$ cat src/verilog/rv_cfg.svh
/*
 * Widths for the RV32I decode/execute slice.
 * The immediate and shift logic assume XLEN is 32, so these are not free knobs.
 * NUM_REGS must equal 2**REG_AW.
 */

`ifndef RV_CFG_SVH
`define RV_CFG_SVH

// Data and PC width, one word
`define XLEN 32

// Architectural integer registers, x0 included
`define NUM_REGS 32

// Register index width
`define REG_AW 5

`endif

$ cat src/verilog/rv_pkg.sv
/*
 * Shared types for the decode/execute slice.
 * The control word keeps the legacy 12-bit packing. The old data-size
 * bits [11:10] now carry the operand-A select.
 */

`include "rv_cfg.svh"

package rv_pkg;

    typedef logic [`XLEN-1:0]   word_t;
    typedef logic [`REG_AW-1:0] reg_addr_t;
    typedef logic [3:0]         alu_op_t;
    typedef logic [2:0]         br_cond_t;    // Same encoding as funct3
    typedef logic [1:0]         opa_sel_t;

    localparam alu_op_t ALU_ADD    = 4'd0;
    localparam alu_op_t ALU_SUB    = 4'd1;
    localparam alu_op_t ALU_SLL    = 4'd2;
    localparam alu_op_t ALU_SLT    = 4'd3;
    localparam alu_op_t ALU_SLTU   = 4'd4;
    localparam alu_op_t ALU_XOR    = 4'd5;
    localparam alu_op_t ALU_SRL    = 4'd6;
    localparam alu_op_t ALU_SRA    = 4'd7;
    localparam alu_op_t ALU_OR     = 4'd8;
    localparam alu_op_t ALU_AND    = 4'd9;
    localparam alu_op_t ALU_PASS_B = 4'd10;

    localparam br_cond_t BR_BEQ  = 3'b000;
    localparam br_cond_t BR_BNE  = 3'b001;
    localparam br_cond_t BR_BLT  = 3'b100;
    localparam br_cond_t BR_BGE  = 3'b101;
    localparam br_cond_t BR_BLTU = 3'b110;
    localparam br_cond_t BR_BGEU = 3'b111;

    localparam opa_sel_t OPA_RS1  = 2'd0;
    localparam opa_sel_t OPA_PC   = 2'd1;
    localparam opa_sel_t OPA_ZERO = 2'd2;

    typedef struct packed {
        opa_sel_t opa_sel;      // [11:10]
        logic     rsvd;         // [9] unused by this slice
        logic     jalr;         // [8]
        logic     link;         // [7] writes pc + 4
        logic     jump;         // [6]
        logic     branch;       // [5]
        logic     mem_to_reg;   // [4]
        logic     alu_src_imm;  // [3]
        logic     mem_write;    // [2]
        logic     mem_read;     // [1]
        logic     reg_write;    // [0]
    } ctrl_t;

endpackage

$ cat src/verilog/reg_file.sv
/*
 * Integer register file with two read ports and one write port.
 * Reads are write-first, so a same-cycle write is visible on the read ports.
 * x0 reads as zero and ignores writes.
 */

`timescale 1ns/1ns

`include "rv_cfg.svh"

module reg_file (
    input  logic              clk,
    input  logic              i_arst_n,
    input  rv_pkg::reg_addr_t i_rs1_addr,
    input  rv_pkg::reg_addr_t i_rs2_addr,
    input  logic              i_wr_en,
    input  rv_pkg::reg_addr_t i_wr_addr,
    input  rv_pkg::word_t     i_wr_data,
    output rv_pkg::word_t     o_rs1_data,
    output rv_pkg::word_t     o_rs2_data
);

    rv_pkg::word_t regs [`NUM_REGS];

    always_ff @(posedge clk or negedge i_arst_n) begin
        if (!i_arst_n) begin
            for (int i = 0; i < `NUM_REGS; i++) begin
                regs[i] <= '0;
            end
        end else if (i_wr_en && i_wr_addr != '0) begin
            regs[i_wr_addr] <= i_wr_data;
        end
    end

    // Bypass the write data when reading the address being written
    assign o_rs1_data = (i_rs1_addr == '0) ? '0 :
                        (i_wr_en && i_wr_addr == i_rs1_addr) ? i_wr_data : regs[i_rs1_addr];
    assign o_rs2_data = (i_rs2_addr == '0) ? '0 :
                        (i_wr_en && i_wr_addr == i_rs2_addr) ? i_wr_data : regs[i_rs2_addr];

    a_x0_stays_zero : assert property (
        @(posedge clk) disable iff (!i_arst_n)
        (i_wr_en && i_wr_addr == '0) |=> $stable(regs[0]) && regs[0] == '0
    ) else $error("x0 changed after a write to address 0");

endmodule

$ cat src/verilog/instr_decoder.sv
/*
 * RV32I decoder for the ALU, branch and jump subset.
 * Loads, stores, system and unknown opcodes decode to a bubble (all-zero control).
 * Immediates are built for 32-bit words only.
 */

`timescale 1ns/1ns

`include "rv_cfg.svh"

module instr_decoder (
    input  logic              i_valid,
    input  rv_pkg::word_t     i_instr,
    input  rv_pkg::word_t     i_pc,
    output rv_pkg::ctrl_t     o_ctrl,
    output rv_pkg::alu_op_t   o_alu_op,
    output rv_pkg::word_t     o_imm,
    output rv_pkg::reg_addr_t o_rs1_addr,
    output rv_pkg::reg_addr_t o_rs2_addr,
    output rv_pkg::reg_addr_t o_rd_addr,
    output rv_pkg::br_cond_t  o_func3,
    output rv_pkg::word_t     o_pc,
    output rv_pkg::word_t     o_pc_next
);

    localparam logic [6:0] OPC_OP     = 7'b0110011;
    localparam logic [6:0] OPC_OP_IMM = 7'b0010011;
    localparam logic [6:0] OPC_LUI    = 7'b0110111;
    localparam logic [6:0] OPC_AUIPC  = 7'b0010111;
    localparam logic [6:0] OPC_BRANCH = 7'b1100011;
    localparam logic [6:0] OPC_JAL    = 7'b1101111;
    localparam logic [6:0] OPC_JALR   = 7'b1100111;
    localparam logic [6:0] OPC_STORE  = 7'b0100011;

    logic [6:0]      opcode;
    logic [2:0]      funct3;
    logic            f7_b5;
    rv_pkg::alu_op_t arith_op;
    rv_pkg::word_t   imm_i;
    rv_pkg::word_t   imm_s;
    rv_pkg::word_t   imm_b;
    rv_pkg::word_t   imm_u;
    rv_pkg::word_t   imm_j;

    assign opcode = i_instr[6:0];
    assign funct3 = i_instr[14:12];
    assign f7_b5  = i_instr[30];      // SUB and SRA select

    assign imm_i = {{20{i_instr[31]}}, i_instr[31:20]};
    assign imm_s = {{20{i_instr[31]}}, i_instr[31:25], i_instr[11:7]};
    assign imm_b = {{19{i_instr[31]}}, i_instr[31], i_instr[7], i_instr[30:25],
                    i_instr[11:8], 1'b0};
    assign imm_u = {i_instr[31:12], 12'b0};
    assign imm_j = {{11{i_instr[31]}}, i_instr[31], i_instr[19:12], i_instr[20],
                    i_instr[30:21], 1'b0};

    // Shared by OP and OP-IMM, funct7 only splits ADD/SUB for register ops
    always_comb begin
        case (funct3)
            3'b000:  arith_op = (opcode == OPC_OP && f7_b5) ? rv_pkg::ALU_SUB : rv_pkg::ALU_ADD;
            3'b001:  arith_op = rv_pkg::ALU_SLL;
            3'b010:  arith_op = rv_pkg::ALU_SLT;
            3'b011:  arith_op = rv_pkg::ALU_SLTU;
            3'b100:  arith_op = rv_pkg::ALU_XOR;
            3'b101:  arith_op = f7_b5 ? rv_pkg::ALU_SRA : rv_pkg::ALU_SRL;
            3'b110:  arith_op = rv_pkg::ALU_OR;
            default: arith_op = rv_pkg::ALU_AND;
        endcase
    end

    always_comb begin
        o_ctrl   = '0;
        o_alu_op = rv_pkg::ALU_ADD;
        o_imm    = imm_i;
        if (i_valid) begin
            case (opcode)
                OPC_OP: begin
                    o_ctrl.reg_write = 1'b1;
                    o_alu_op         = arith_op;
                end
                OPC_OP_IMM: begin
                    o_ctrl.reg_write   = 1'b1;
                    o_ctrl.alu_src_imm = 1'b1;
                    o_alu_op           = arith_op;
                end
                OPC_LUI: begin
                    o_ctrl.reg_write   = 1'b1;
                    o_ctrl.alu_src_imm = 1'b1;
                    o_ctrl.opa_sel     = rv_pkg::OPA_ZERO;
                    o_alu_op           = rv_pkg::ALU_PASS_B;
                    o_imm              = imm_u;
                end
                OPC_AUIPC: begin
                    o_ctrl.reg_write   = 1'b1;
                    o_ctrl.alu_src_imm = 1'b1;
                    o_ctrl.opa_sel     = rv_pkg::OPA_PC;
                    o_imm              = imm_u;
                end
                OPC_BRANCH: begin
                    o_ctrl.branch = (funct3 != 3'b010) && (funct3 != 3'b011);
                    o_imm         = imm_b;
                end
                OPC_JAL: begin
                    o_ctrl.reg_write = 1'b1;
                    o_ctrl.jump      = 1'b1;
                    o_ctrl.link      = 1'b1;
                    o_imm            = imm_j;
                end
                OPC_JALR: begin
                    o_ctrl.reg_write = 1'b1;
                    o_ctrl.jump      = 1'b1;
                    o_ctrl.link      = 1'b1;
                    o_ctrl.jalr      = 1'b1;
                end
                OPC_STORE: o_imm = imm_s;   // No data memory, still a bubble
                default: ;
            endcase
        end
    end

    assign o_rs1_addr = i_instr[19:15];
    assign o_rs2_addr = i_instr[24:20];
    assign o_rd_addr  = i_instr[11:7];
    assign o_func3    = funct3;
    assign o_pc       = i_pc;
    assign o_pc_next  = i_pc + `XLEN'd4;

endmodule

$ cat src/verilog/id_ex_reg.sv
/*
 * ID/EX pipeline register.
 * Stall holds every field and wins over flush. Flush and reset clear only
 * the control word; data fields are left as loaded.
 */

`timescale 1ns/1ns

module id_ex_reg (
    input  logic              clk,
    input  logic              i_arst_n,
    input  logic              i_stall,
    input  logic              i_flush,
    input  rv_pkg::ctrl_t     i_ctrl,
    input  rv_pkg::alu_op_t   i_alu_op,
    input  rv_pkg::word_t     i_imm,
    input  rv_pkg::reg_addr_t i_rs1_addr,
    input  rv_pkg::reg_addr_t i_rs2_addr,
    input  rv_pkg::reg_addr_t i_rd_addr,
    input  rv_pkg::br_cond_t  i_func3,
    input  rv_pkg::word_t     i_pc,
    input  rv_pkg::word_t     i_pc_next,
    input  rv_pkg::word_t     i_rs1_data,
    input  rv_pkg::word_t     i_rs2_data,
    output rv_pkg::ctrl_t     o_ctrl,
    output rv_pkg::alu_op_t   o_alu_op,
    output rv_pkg::word_t     o_imm,
    output rv_pkg::reg_addr_t o_rs1_addr,
    output rv_pkg::reg_addr_t o_rs2_addr,
    output rv_pkg::reg_addr_t o_rd_addr,
    output rv_pkg::br_cond_t  o_func3,
    output rv_pkg::word_t     o_pc,
    output rv_pkg::word_t     o_pc_next,
    output rv_pkg::word_t     o_rs1_data,
    output rv_pkg::word_t     o_rs2_data
);

    always_ff @(posedge clk or negedge i_arst_n) begin
        if (!i_arst_n) begin
            o_ctrl <= '0;
        end else if (!i_stall) begin
            o_ctrl <= i_flush ? '0 : i_ctrl;    // Squashed slot becomes a bubble
        end
    end

    always_ff @(posedge clk) begin
        if (!i_stall) begin
            o_alu_op   <= i_alu_op;
            o_imm      <= i_imm;
            o_rs1_addr <= i_rs1_addr;
            o_rs2_addr <= i_rs2_addr;
            o_rd_addr  <= i_rd_addr;
            o_func3    <= i_func3;
            o_pc       <= i_pc;
            o_pc_next  <= i_pc_next;
            o_rs1_data <= i_rs1_data;
            o_rs2_data <= i_rs2_data;
        end
    end

    a_flush_bubble : assert property (
        @(posedge clk) disable iff (!i_arst_n)
        (i_flush && !i_stall) |=> (o_ctrl == '0)
    ) else $error("ID/EX control not cleared after flush");

endmodule

$ cat src/verilog/execute_unit.sv
/*
 * Execute stage: forwarding, ALU, branch/jump resolution and EX/WB register.
 * o_redirect is combinational from the ID/EX contents and is not masked by stall.
 * The register file write port carries the value EX/WB loads on the same edge.
 */

`timescale 1ns/1ns

module execute_unit (
    input  logic              clk,
    input  logic              i_arst_n,
    input  logic              i_stall,
    input  rv_pkg::ctrl_t     i_ctrl,
    input  rv_pkg::alu_op_t   i_alu_op,
    input  rv_pkg::word_t     i_imm,
    input  rv_pkg::reg_addr_t i_rs1_addr,
    input  rv_pkg::reg_addr_t i_rs2_addr,
    input  rv_pkg::reg_addr_t i_rd_addr,
    input  rv_pkg::br_cond_t  i_func3,
    input  rv_pkg::word_t     i_pc,
    input  rv_pkg::word_t     i_pc_next,
    input  rv_pkg::word_t     i_rs1_data,
    input  rv_pkg::word_t     i_rs2_data,
    output logic              o_redirect,
    output rv_pkg::word_t     o_redirect_pc,
    output logic              o_rf_wr_en,
    output rv_pkg::reg_addr_t o_rf_wr_addr,
    output rv_pkg::word_t     o_rf_wr_data,
    output logic              o_wb_valid,
    output rv_pkg::reg_addr_t o_wb_rd,
    output rv_pkg::word_t     o_wb_data
);

    rv_pkg::word_t rs1_val;
    rv_pkg::word_t rs2_val;
    rv_pkg::word_t op_a;
    rv_pkg::word_t op_b;
    rv_pkg::word_t alu_res;
    rv_pkg::word_t tgt_sum;
    logic [4:0]    shamt;
    logic          taken;

    // Forward from EX/WB, wb_valid already excludes x0
    assign rs1_val = (o_wb_valid && o_wb_rd == i_rs1_addr) ? o_wb_data : i_rs1_data;
    assign rs2_val = (o_wb_valid && o_wb_rd == i_rs2_addr) ? o_wb_data : i_rs2_data;

    assign op_a  = (i_ctrl.opa_sel == rv_pkg::OPA_PC)   ? i_pc :
                   (i_ctrl.opa_sel == rv_pkg::OPA_ZERO) ? '0 : rs1_val;
    assign op_b  = i_ctrl.alu_src_imm ? i_imm : rs2_val;
    assign shamt = op_b[4:0];

    always_comb begin
        case (i_alu_op)
            rv_pkg::ALU_SUB:    alu_res = op_a - op_b;
            rv_pkg::ALU_SLL:    alu_res = op_a << shamt;
            rv_pkg::ALU_SLT:    alu_res = rv_pkg::word_t'($signed(op_a) < $signed(op_b));
            rv_pkg::ALU_SLTU:   alu_res = rv_pkg::word_t'(op_a < op_b);
            rv_pkg::ALU_XOR:    alu_res = op_a ^ op_b;
            rv_pkg::ALU_SRL:    alu_res = op_a >> shamt;
            rv_pkg::ALU_SRA:    alu_res = rv_pkg::word_t'($signed(op_a) >>> shamt);
            rv_pkg::ALU_OR:     alu_res = op_a | op_b;
            rv_pkg::ALU_AND:    alu_res = op_a & op_b;
            rv_pkg::ALU_PASS_B: alu_res = op_b;
            default:            alu_res = op_a + op_b;
        endcase
    end

    always_comb begin
        case (i_func3)
            rv_pkg::BR_BEQ:  taken = (rs1_val == rs2_val);
            rv_pkg::BR_BNE:  taken = (rs1_val != rs2_val);
            rv_pkg::BR_BLT:  taken = ($signed(rs1_val) < $signed(rs2_val));
            rv_pkg::BR_BGE:  taken = ($signed(rs1_val) >= $signed(rs2_val));
            rv_pkg::BR_BLTU: taken = (rs1_val < rs2_val);
            rv_pkg::BR_BGEU: taken = (rs1_val >= rs2_val);
            default:         taken = 1'b0;
        endcase
    end

    assign tgt_sum       = (i_ctrl.jalr ? rs1_val : i_pc) + i_imm;
    assign o_redirect    = i_ctrl.jump || (i_ctrl.branch && taken);
    assign o_redirect_pc = {tgt_sum[31:1], tgt_sum[0] & ~i_ctrl.jalr};    // JALR drops bit 0

    assign o_rf_wr_en   = i_ctrl.reg_write && (i_rd_addr != '0) && !i_stall;
    assign o_rf_wr_addr = i_rd_addr;
    assign o_rf_wr_data = i_ctrl.link ? i_pc_next : alu_res;

    always_ff @(posedge clk or negedge i_arst_n) begin
        if (!i_arst_n) begin
            o_wb_valid <= 1'b0;
        end else if (!i_stall) begin
            o_wb_valid <= o_rf_wr_en;
        end
    end

    always_ff @(posedge clk) begin
        if (!i_stall) begin
            o_wb_rd   <= o_rf_wr_addr;
            o_wb_data <= o_rf_wr_data;
        end
    end

    a_wb_not_x0 : assert property (
        @(posedge clk) disable iff (!i_arst_n)
        o_wb_valid |-> (o_wb_rd != '0)
    ) else $error("Write-back reported for x0");

endmodule

$ cat src/verilog/decode_execute_top.sv
/*
 * Decode-to-execute slice of an RV32I pipeline.
 * Fetch must present the instruction at o_redirect_pc in the cycle after
 * o_redirect; the instruction offered during the redirect cycle is dropped.
 */

`timescale 1ns/1ns

module decode_execute_top (
    input  logic              clk,
    input  logic              i_arst_n,
    input  logic              i_valid,
    input  rv_pkg::word_t     i_instr,
    input  rv_pkg::word_t     i_pc,
    input  logic              i_stall,
    output logic              o_redirect,
    output rv_pkg::word_t     o_redirect_pc,
    output logic              o_wb_valid,
    output rv_pkg::reg_addr_t o_wb_rd,
    output rv_pkg::word_t     o_wb_data
);

    // Decode stage
    rv_pkg::ctrl_t     id_ctrl;
    rv_pkg::alu_op_t   id_alu_op;
    rv_pkg::word_t     id_imm;
    rv_pkg::reg_addr_t id_rs1_addr;
    rv_pkg::reg_addr_t id_rs2_addr;
    rv_pkg::reg_addr_t id_rd_addr;
    rv_pkg::br_cond_t  id_func3;
    rv_pkg::word_t     id_pc;
    rv_pkg::word_t     id_pc_next;
    rv_pkg::word_t     id_rs1_data;
    rv_pkg::word_t     id_rs2_data;

    // Execute stage
    rv_pkg::ctrl_t     ex_ctrl;
    rv_pkg::alu_op_t   ex_alu_op;
    rv_pkg::word_t     ex_imm;
    rv_pkg::reg_addr_t ex_rs1_addr;
    rv_pkg::reg_addr_t ex_rs2_addr;
    rv_pkg::reg_addr_t ex_rd_addr;
    rv_pkg::br_cond_t  ex_func3;
    rv_pkg::word_t     ex_pc;
    rv_pkg::word_t     ex_pc_next;
    rv_pkg::word_t     ex_rs1_data;
    rv_pkg::word_t     ex_rs2_data;

    // Register file write port
    logic              rf_wr_en;
    rv_pkg::reg_addr_t rf_wr_addr;
    rv_pkg::word_t     rf_wr_data;

    instr_decoder u_decoder (
        .i_valid    (i_valid),
        .i_instr    (i_instr),
        .i_pc       (i_pc),
        .o_ctrl     (id_ctrl),
        .o_alu_op   (id_alu_op),
        .o_imm      (id_imm),
        .o_rs1_addr (id_rs1_addr),
        .o_rs2_addr (id_rs2_addr),
        .o_rd_addr  (id_rd_addr),
        .o_func3    (id_func3),
        .o_pc       (id_pc),
        .o_pc_next  (id_pc_next)
    );

    reg_file u_reg_file (
        .clk        (clk),
        .i_arst_n   (i_arst_n),
        .i_rs1_addr (id_rs1_addr),
        .i_rs2_addr (id_rs2_addr),
        .i_wr_en    (rf_wr_en),
        .i_wr_addr  (rf_wr_addr),
        .i_wr_data  (rf_wr_data),
        .o_rs1_data (id_rs1_data),
        .o_rs2_data (id_rs2_data)
    );

    id_ex_reg u_id_ex (
        .clk        (clk),
        .i_arst_n   (i_arst_n),
        .i_stall    (i_stall),
        .i_flush    (o_redirect),       // Squash the slot behind a taken redirect
        .i_ctrl     (id_ctrl),
        .i_alu_op   (id_alu_op),
        .i_imm      (id_imm),
        .i_rs1_addr (id_rs1_addr),
        .i_rs2_addr (id_rs2_addr),
        .i_rd_addr  (id_rd_addr),
        .i_func3    (id_func3),
        .i_pc       (id_pc),
        .i_pc_next  (id_pc_next),
        .i_rs1_data (id_rs1_data),
        .i_rs2_data (id_rs2_data),
        .o_ctrl     (ex_ctrl),
        .o_alu_op   (ex_alu_op),
        .o_imm      (ex_imm),
        .o_rs1_addr (ex_rs1_addr),
        .o_rs2_addr (ex_rs2_addr),
        .o_rd_addr  (ex_rd_addr),
        .o_func3    (ex_func3),
        .o_pc       (ex_pc),
        .o_pc_next  (ex_pc_next),
        .o_rs1_data (ex_rs1_data),
        .o_rs2_data (ex_rs2_data)
    );

    execute_unit u_execute (
        .clk           (clk),
        .i_arst_n      (i_arst_n),
        .i_stall       (i_stall),
        .i_ctrl        (ex_ctrl),
        .i_alu_op      (ex_alu_op),
        .i_imm         (ex_imm),
        .i_rs1_addr    (ex_rs1_addr),
        .i_rs2_addr    (ex_rs2_addr),
        .i_rd_addr     (ex_rd_addr),
        .i_func3       (ex_func3),
        .i_pc          (ex_pc),
        .i_pc_next     (ex_pc_next),
        .i_rs1_data    (ex_rs1_data),
        .i_rs2_data    (ex_rs2_data),
        .o_redirect    (o_redirect),
        .o_redirect_pc (o_redirect_pc),
        .o_rf_wr_en    (rf_wr_en),
        .o_rf_wr_addr  (rf_wr_addr),
        .o_rf_wr_data  (rf_wr_data),
        .o_wb_valid    (o_wb_valid),
        .o_wb_rd       (o_wb_rd),
        .o_wb_data     (o_wb_data)
    );

endmodule

$ cat config.mk
export PLATFORM = sky130hd
export DESIGN_NAME = decode_execute_top
export DESIGN_NICKNAME = d
export VERILOG_FILES = /design/src/verilog/rv_pkg.sv /design/src/verilog/reg_file.sv /design/src/verilog/instr_decoder.sv /design/src/verilog/id_ex_reg.sv /design/src/verilog/execute_unit.sv /design/src/verilog/decode_execute_top.sv
export VERILOG_INCLUDE_DIRS = /design/src /design/src/verilog
export SDC_FILE = /design/constraint.sdc
export NUM_CORES = 2
export LEC_CHECK = 0
export CORE_ASPECT_RATIO = 0.9
export CORE_MARGIN = 2
export CORE_UTILIZATION = 60
export CTS_CLUSTER_DIAMETER = 60
export CTS_CLUSTER_SIZE = 12
export DETAILED_ROUTE_END_ITERATION = 8
export DONT_BUFFER_PORTS = 1
export HOLD_SLACK_MARGIN = 0.1
export PLACE_DENSITY = 0.73
export SLEW_MARGIN = 20
export SYNTH_ARGS = -nofsm -noshare
export SYNTH_HDL_FRONTEND = slang
export SYNTH_SLANG_ARGS = --single-unit
$ cat constraint.sdc
create_clock -name clk -period 8.8 [get_ports clk]
set_input_delay 1.76 -clock clk [delete_from_list [all_inputs] [get_ports clk]]
set_output_delay 1.76 -clock clk [all_outputs]
set_load 0.01 [all_outputs]
## After elaboration in Yosys (flattened, before gate mapping)

Cells that the tools add are included.

| operators by class | value |
|---|---|
| shifts and indexed selects | 3 |
| $add $sub $neg | 4 |
| equality and inequality tests | 39 |
| divide/modulo/power cells | 0 |
| $mul | 0 |
| muxes and demuxes | 37 |
| bitwise logic cells | 8 |
| $lt $le $gt $ge | 10 |
| reductions and logical operators | 23 |

Operators with widths:

| cell | count |
|---|---|
| 1024-bit bitwise mux | 1 |
| 32-bit two-way mux | 14 |
| 32-bit binary-select mux with 5-bit select | 2 |
| 32-bit one-hot mux with 10 select lines | 1 |
| 32-bit demux with 5-bit select | 1 |
| 32-bit < comparator | 4 |
| 31-bit one-hot mux with 4 select lines | 1 |
| 32-bit adder | 2 |
| 32-bit >= comparator | 2 |
| 32-bit by 3-bit adder with 32-bit output (second input constant) | 1 |
| 32-bit AND | 1 |
| 32-bit == test | 1 |
| 32-bit != test | 1 |
| 32-bit bitwise OR | 1 |
| 32-bit by 5-bit << shifter with 32-bit output | 1 |
| 32-bit by 5-bit right shift with 32-bit output | 1 |
| 32-bit by 5-bit >>> shifter with 32-bit output | 1 |
| 32-bit subtractor | 1 |
| 32-bit bitwise XOR | 1 |
| 31-bit two-way mux | 1 |
| 4-bit one-hot mux with 7 select lines | 1 |
| 3-bit == test (second input constant) | 7 |
| 7-bit by 6-bit == test with 1-bit output (second input constant) | 3 |
| 7-bit == test (second input constant) | 3 |
| other kinds (32) | 71 |

| word-level totals | value |
|---|---|
| ROM bits | 0 |
| RAM bits | 0 |
| register bits after elaboration | 1252 |
| logic and storage cells | 176 |
| latch bits | 0 |
| memories | 0 |
| output and inout port bits | 71 |

## Longest topological paths before layout

| logic depth | value |
|---|---|
| depth in word-level cells | 9 |
| gate-level depth with buffers | 26 |
| depth with buffers taken out | 20 |

## By module

From an unflattened synthesis, not the netlist that was laid out.

| second synthesis, totals | value |
|---|---|
| cells, all modules | 6396 |
| area, all modules | 77247.8 um^2 |

Modules (own cells, without submodules):

| module | area an instance (um^2) | instances | cells each |
|---|---|---|---|
| reg_file | 54840.1 | 1 | 3770 |
| execute_unit | 14886.8 | 1 | 2172 |
| id_ex_reg | 5967.0 | 1 | 233 |
| instr_decoder | 1554.0 | 1 | 221 |

## Worst setup path before layout

OpenSTA, ideal clock, no wires.

| path | value |
|---|---|
| path type | input to register |
| start point | in i_stall |
| end point | reg u_id_ex.o_rs1_data[26], data pin |
| library setup time | 0.286 ns |
| stages on the path | 8 |
| setup slack | 0.132 ns |
| arrival time | 8.382 ns |
| required time | 8.514 ns |
| buffers on the path | 2 |
| cells stage by stage | clkbuf_1 > inv_1 > nand2_1 > a21oi_1 > nand4_1 > clkbuf_1 > o21ai_0 > o21ai_0 |

| on the way | value |
|---|---|
| cells in the longest elaborated chain, start to end | 4 |

Ends and longest elaborated chain:

| element | RTL line | text |
|---|---|---|
| start, declared | decode_execute_top.sv:15 | `input logic i_stall,` |
| 1-bit logical NOT | execute_unit.sv:84 | `assign o_rf_wr_en = i_ctrl.reg_write && (i_rd_addr != '0) && !i_stall;` |
| 1-bit logical AND | execute_unit.sv:84 |  |
| 1-bit logical AND | reg_file.sv:37 | `(i_wr_en && i_wr_addr == i_rs1_addr) ? i_wr_data : regs[i_rs1_addr];` |
| 32-bit two-way mux | reg_file.sv:37 |  |
| end signal, assigned | id_ex_reg.sv:56 | `o_rs1_data <= i_rs1_data;` |
| end, declared | id_ex_reg.sv:34 | `output rv_pkg::word_t o_rs1_data,` |

No other way between the ends.
A chain may end at the register's enable or synchronous reset.

## Final worst setup path

| path | value |
|---|---|
| start point | reg u_execute.o_wb_rd[3] |
| end point | out o_redirect_pc[29] |

| on the way | value |
|---|---|
| cells in the longest elaborated chain, start to end | 5 |

Ends and longest elaborated chain:

| element | RTL line | text |
|---|---|---|
| start, declared | execute_unit.sv:30 | `output rv_pkg::reg_addr_t o_wb_rd,` |
| start signal, assigned | execute_unit.sv:98 | `o_wb_rd <= o_rf_wr_addr;` |
| 5-bit == test | execute_unit.sv:44 | `assign rs1_val = (o_wb_valid && o_wb_rd == i_rs1_addr) ? o_wb_data : i_rs1_data;` |
| 1-bit logical AND | execute_unit.sv:44 |  |
| 32-bit two-way mux | execute_unit.sv:44 |  |
| 32-bit two-way mux | execute_unit.sv:80 | `assign tgt_sum = (i_ctrl.jalr ? rs1_val : i_pc) + i_imm;` |
| 32-bit adder | execute_unit.sv:80 |  |
| end, declared | decode_execute_top.sv:17 | `output rv_pkg::word_t o_redirect_pc,` |

No other way between the ends.

==> results_tabular.tex <==
\begin{tabular}{lr}
\hline
Metric & Value \\
\hline
\multicolumn{2}{l}{\textbf{Detailed routing}} \\
Antenna-violating nets left & 0 \\
Via total after detailed routing & 62000 \\
DRT iter0 DRCs & 9053 \\
TritonRoute pass-1 iters & 8 \\
Avg WL per Cell & 36.4 um \\
Avg Vias per Cell & 7.52 \\
Total wire length after detailed routing & 300 mm \\
Remaining design rule violation count & 0 \\
\multicolumn{2}{l}{\textbf{Global routing}} \\
Overall Global Routing Usage & 0.465 \\
M2 GR Usage & 0.655 \\
Global Route met1 Usage & 0.627 \\
Global-route layer with the greatest usage & met2 \\
Global-route wire length before repair & 429 mm \\
Initial antenna violation count & 18 \\
Total congestion overflow after global routing & 0 \\
GR Layer Usage met3 & 0.143 \\
Via count of the first global-routing pass & 59700 \\
Pin count of the biggest net entering global routing & 1033 \\
\multicolumn{2}{l}{\textbf{Critical path}} \\
Number of buffer and inverter stages on the critical path & 0 \\
Startpoint Class & flip-flop \\
Critical Path AT & 6.55 ns \\
Startpoint of the worst register-to-register path & u\_execute.o\_wb\_rd[3] \\
Largest stage delay, worst path & 0.78 ns \\
Number of cells on the worst reg-to-reg path & 19 \\
Largest driver fanout on the critical path & 19 \\
Critical path type & flip-flop to primary output \\
Delay-heaviest family, CP & compound AO/OA/AOI/OAI gates \\
Worst r2r dst & u\_id\_ex.o\_rs2\_data[31] \\
Crit. End Element & primary output \\
Slowest CP cell & sky130\_fd\_sc\_hd\_\_o311ai\_0 \\
Data required time of the critical path & 7.04 ns \\
Cells along the critical path & xnor2\_1, nand2\_1, o21ai\_1, a31oi\_1, ha\_1, a21o\_1, a21oi\_1, o21bai\_1, o31ai\_1, a21boi\_0, o21ai\_0, a211o\_1, a211oi\_1, nor3\_1, nor2\_1, o311ai\_0 \\
Internal reg-to-reg setup slack & 0.80 ns \\
\multicolumn{2}{l}{\textbf{Synth}} \\
Mapped cell area & 0.0760 sq mm \\
Synthesis warning total & 0 \\
Count of distinct cell types in the synthesized netlist & 112 \\
Synth Instances & 6913 \\
Count of flip-flops with a built-in enable after synthesis & 217 \\
Area share of the largest cell type after synthesis & 0.340 \\
Flops \& latches, synth & 1249 \\
Sequential share of the synthesized area & 0.426 \\
Synthesized netlist net count & 7145 \\
Most common flop cell mapped by yosys & sky130\_fd\_sc\_hd\_\_dfrtp\_1 \\
Share of async-settable or async-resettable flops after synthesis & 0.826 \\
Top cell type by total area after synthesis & sky130\_fd\_sc\_hd\_\_dfrtp\_1 \\
Cells taking the most area after synthesis & sky130\_fd\_sc\_hd\_\_dfrtp\_1 34\%, sky130\_fd\_sc\_hd\_\_mux4\_2 18\%, sky130\_fd\_sc\_hd\_\_edfxtp\_1 8.6\% \\
Avg Synthesized Cell Area & 11.0 sq um \\
\multicolumn{2}{l}{\textbf{Timing}} \\
Crit share post-route & 0.944 \\
RSZ-0062 raised after global routing & false \\
Relative slew margins & -1.70 \\
Setup TNS after final layout & 0 ns \\
Setup clock skew after layout & 0.0494 ns \\
Highest achievable clock rate & 0.120 GHz \\
Number of max-slew violations in the final report & 881 \\
Time the worst path needs with I/O delays and setup & 8.31 ns \\
Hold violation total from the final report & 0 \\
Setup-violating endpoint count in the final report & 0 \\
Slew @ Worst Pin & 4.05 ns \\
\multicolumn{2}{l}{\textbf{Floorplan}} \\
Floorplan Core Area & 0.125 sq mm \\
Die boundary width & 379 um \\
Floorplan die area & 0.130 sq mm \\
Top-Level Pins & 139 \\
Row Count & 123 \\
DIE HEIGHT & 342 um \\
Initial cell density of the core & 0.607 \\
\multicolumn{2}{l}{\textbf{Layout}} \\
Most common library cell in the layout ignoring fill and taps & sky130\_fd\_sc\_hd\_\_dfrtp\_1 \\
Synth-to-Final Area Change & 5.84\% \\
Final non-filler cell total & 8246 \\
Fraction of layout cells with a size suffix above 1 & 0.205 \\
Commonest cells after routing, fill and taps aside & 1029 x sky130\_fd\_sc\_hd\_\_dfrtp\_1, 961 x sky130\_fd\_sc\_hd\_\_nand2\_1, 610 x sky130\_fd\_sc\_hd\_\_o21ai\_0, 594 x sky130\_fd\_sc\_hd\_\_mux4\_2, 261 x sky130\_fd\_sc\_hd\_\_mux2\_2 \\
Nets@finish & 6742 \\
\multicolumn{2}{l}{\textbf{Outcome}} \\
Outcome & finished with violations \\
Failing checks & max-slew violations \\
\multicolumn{2}{l}{\textbf{Clock tree}} \\
Number of post-CTS setup repair buffers & 0 \\
Worst-path clk slew & 0.06 ns \\
Post-cts hold buffer count & 0 \\
Worst-Skew Late Latency & 0.80 ns \\
Num CTS Buffers & 130 \\
Number of gates resized after CTS & 0 \\
Maximum buffer depth of the clock tree & 3 \\
Number of sinks handled by clock tree synthesis & 1249 \\
Clock root buffer & sky130\_fd\_sc\_hd\_\_clkbuf\_16 \\
Count of H-tree levels built during CTS & 4 \\
TritonCTS clock tree & built \\
\multicolumn{2}{l}{\textbf{Pwr}} \\
Post-layout total power & 13500 uW \\
Leakage Power & 0.0334 uW \\
Sw power & 3980 uW \\
Share of total power in sequential cells & 0.465 \\
Int Power & 9490 uW \\
Maximum resistive drop on vdd & 0.000201 V \\
Clock Power Share & 0.384 \\
Net switching fraction of the power & 0.296 \\
Total power divided by cell area & 167 mW/mm\^{}2 \\
Combinational cell fraction of total power & 0.151 \\
\multicolumn{2}{l}{\textbf{Placed design}} \\
Final HPWL from detailed placement & 192 mm \\
Placed Instances & 8061 \\
Count of port buffers added during placement & 0 \\
Placer Congestion & 1.13 \\
\multicolumn{2}{l}{\textbf{Min path}} \\
Worst Hold Path Cells & 0 \\
Worst Hold Launch & u\_reg\_file.regs[1006] \\
Hold-critical path endpoint & u\_reg\_file.regs[1006] \\
Min-delay worst type & flip-flop to flip-flop \\
\multicolumn{2}{l}{\textbf{Job}} \\
Max\_cap viols & 0 \\
\hline
\end{tabular}
==> cells by family (layout without fill, tap and decap cells) <==
group / count (synthesis) / after routing / share of synthesized area
buffers and inverters: 841 / 479 / 0.0471
xor gates and xnor gates: 98 / 98 / 0.0113
other: 0 / 8 / 0
adders and majority gates: 164 / 164 / 0.0273
muxes: 1038 / 1038 / 0.239
and+or+nand+nor: 1672 / 1672 / 0.0954
AOI/OAI and AO/OA: 1851 / 1851 / 0.154
DFF: 1249 / 1249 / 0.426
==> power groups by stage <==
stage	combinational [uW]	clock, uW	sequential, uW
floorplan	1440	0	6240
global placement	1880	0	6350
detailed placement	1880	0	6360
CTS	1890	5180	6250
global route	2100	5420	6260
finish	2030	5170	6270
==> per-stage QoR <==
stage                     utilization  cell area, sq um  setup WS, ns  hold slack, ns
after floorplan                     -             76000         0.132           0.424
after global placement          0.611             76500          1.52           0.376
after detailed placement        0.611             76500          1.33           0.384
after CTS                       0.641             80300         0.602           0.397
after global routing            0.642             80400        0.0387           0.414
final                           0.642             80400         0.490           0.396
==> cells in the mapped netlist, drive strengths merged, types with 106 or more instances <==
| master | count |
|---|---|
| nor3 | 106 |
| mux2 | 262 |
| nand2 | 989 |
| clkbuf | 464 |
| edfxtp | 217 |
| a21oi | 214 |
| buf | 215 |
| dfrtp | 1032 |
| mux4 | 594 |
| a211oi | 149 |
| o21ai | 888 |
| mux2i | 182 |
| nor2 | 249 |
| inv | 160 |
| ha | 161 |
==> cell type report <==
class | count | area, sq um
fillers | 9637 | 44800
repair buffers | 144 | 1160
clock inverters | 23 | 357
multi-input cells | 4823 | 40400
well taps | 1687 | 2110
inverters | 162 | 616
diodes | 8 | 20.0
flip-flops and latches | 1249 | 32300
clock buffers | 150 | 3380
==> metal layers <==
layer / wire, um / part of all wire / vias up
li1: - / - / 25100
met1: 111000 / 0.37 / 31500
met2: 128000 / 0.43 / 4371
met3: 37400 / 0.12 / 1013
met4: 22600 / 0.075 / 20
met5: 127 / 0.00042 / -
==> registers in the layout, summed over array words and instances, names as in the netlist, 7 cells and up <==
| register | cells |
|---|---|
| u_execute.o_wb_data | 32 |
| u_id_ex.o_pc_next | 32 |
| u_id_ex.o_imm | 32 |
| u_id_ex.o_ctrl | 7 |
| u_id_ex.o_rs2_data | 32 |
| u_id_ex.o_pc | 30 |
| u_reg_file.regs | 1024 |
| u_id_ex.o_rs1_data | 32 |
==> how the worst max path moves through the flow <==
stage,to,startpoint,slack [ns],cells past startpoint
after detailed placement,u_reg_file.regs[187],u_execute.o_wb_rd[3],1.33,18
final,o_redirect_pc[29],u_execute.o_wb_rd[3],0.49,16
after global placement,o_redirect_pc[29],u_execute.o_wb_rd[3],1.52,16
after global routing,o_redirect_pc[29],u_execute.o_wb_rd[3],0.04,15
after CTS,o_redirect_pc[29],u_execute.o_wb_rd[3],0.60,16
after floorplan,u_id_ex.o_rs1_data[26],i_stall,0.13,8
Power figures use the tool's default switching activity.
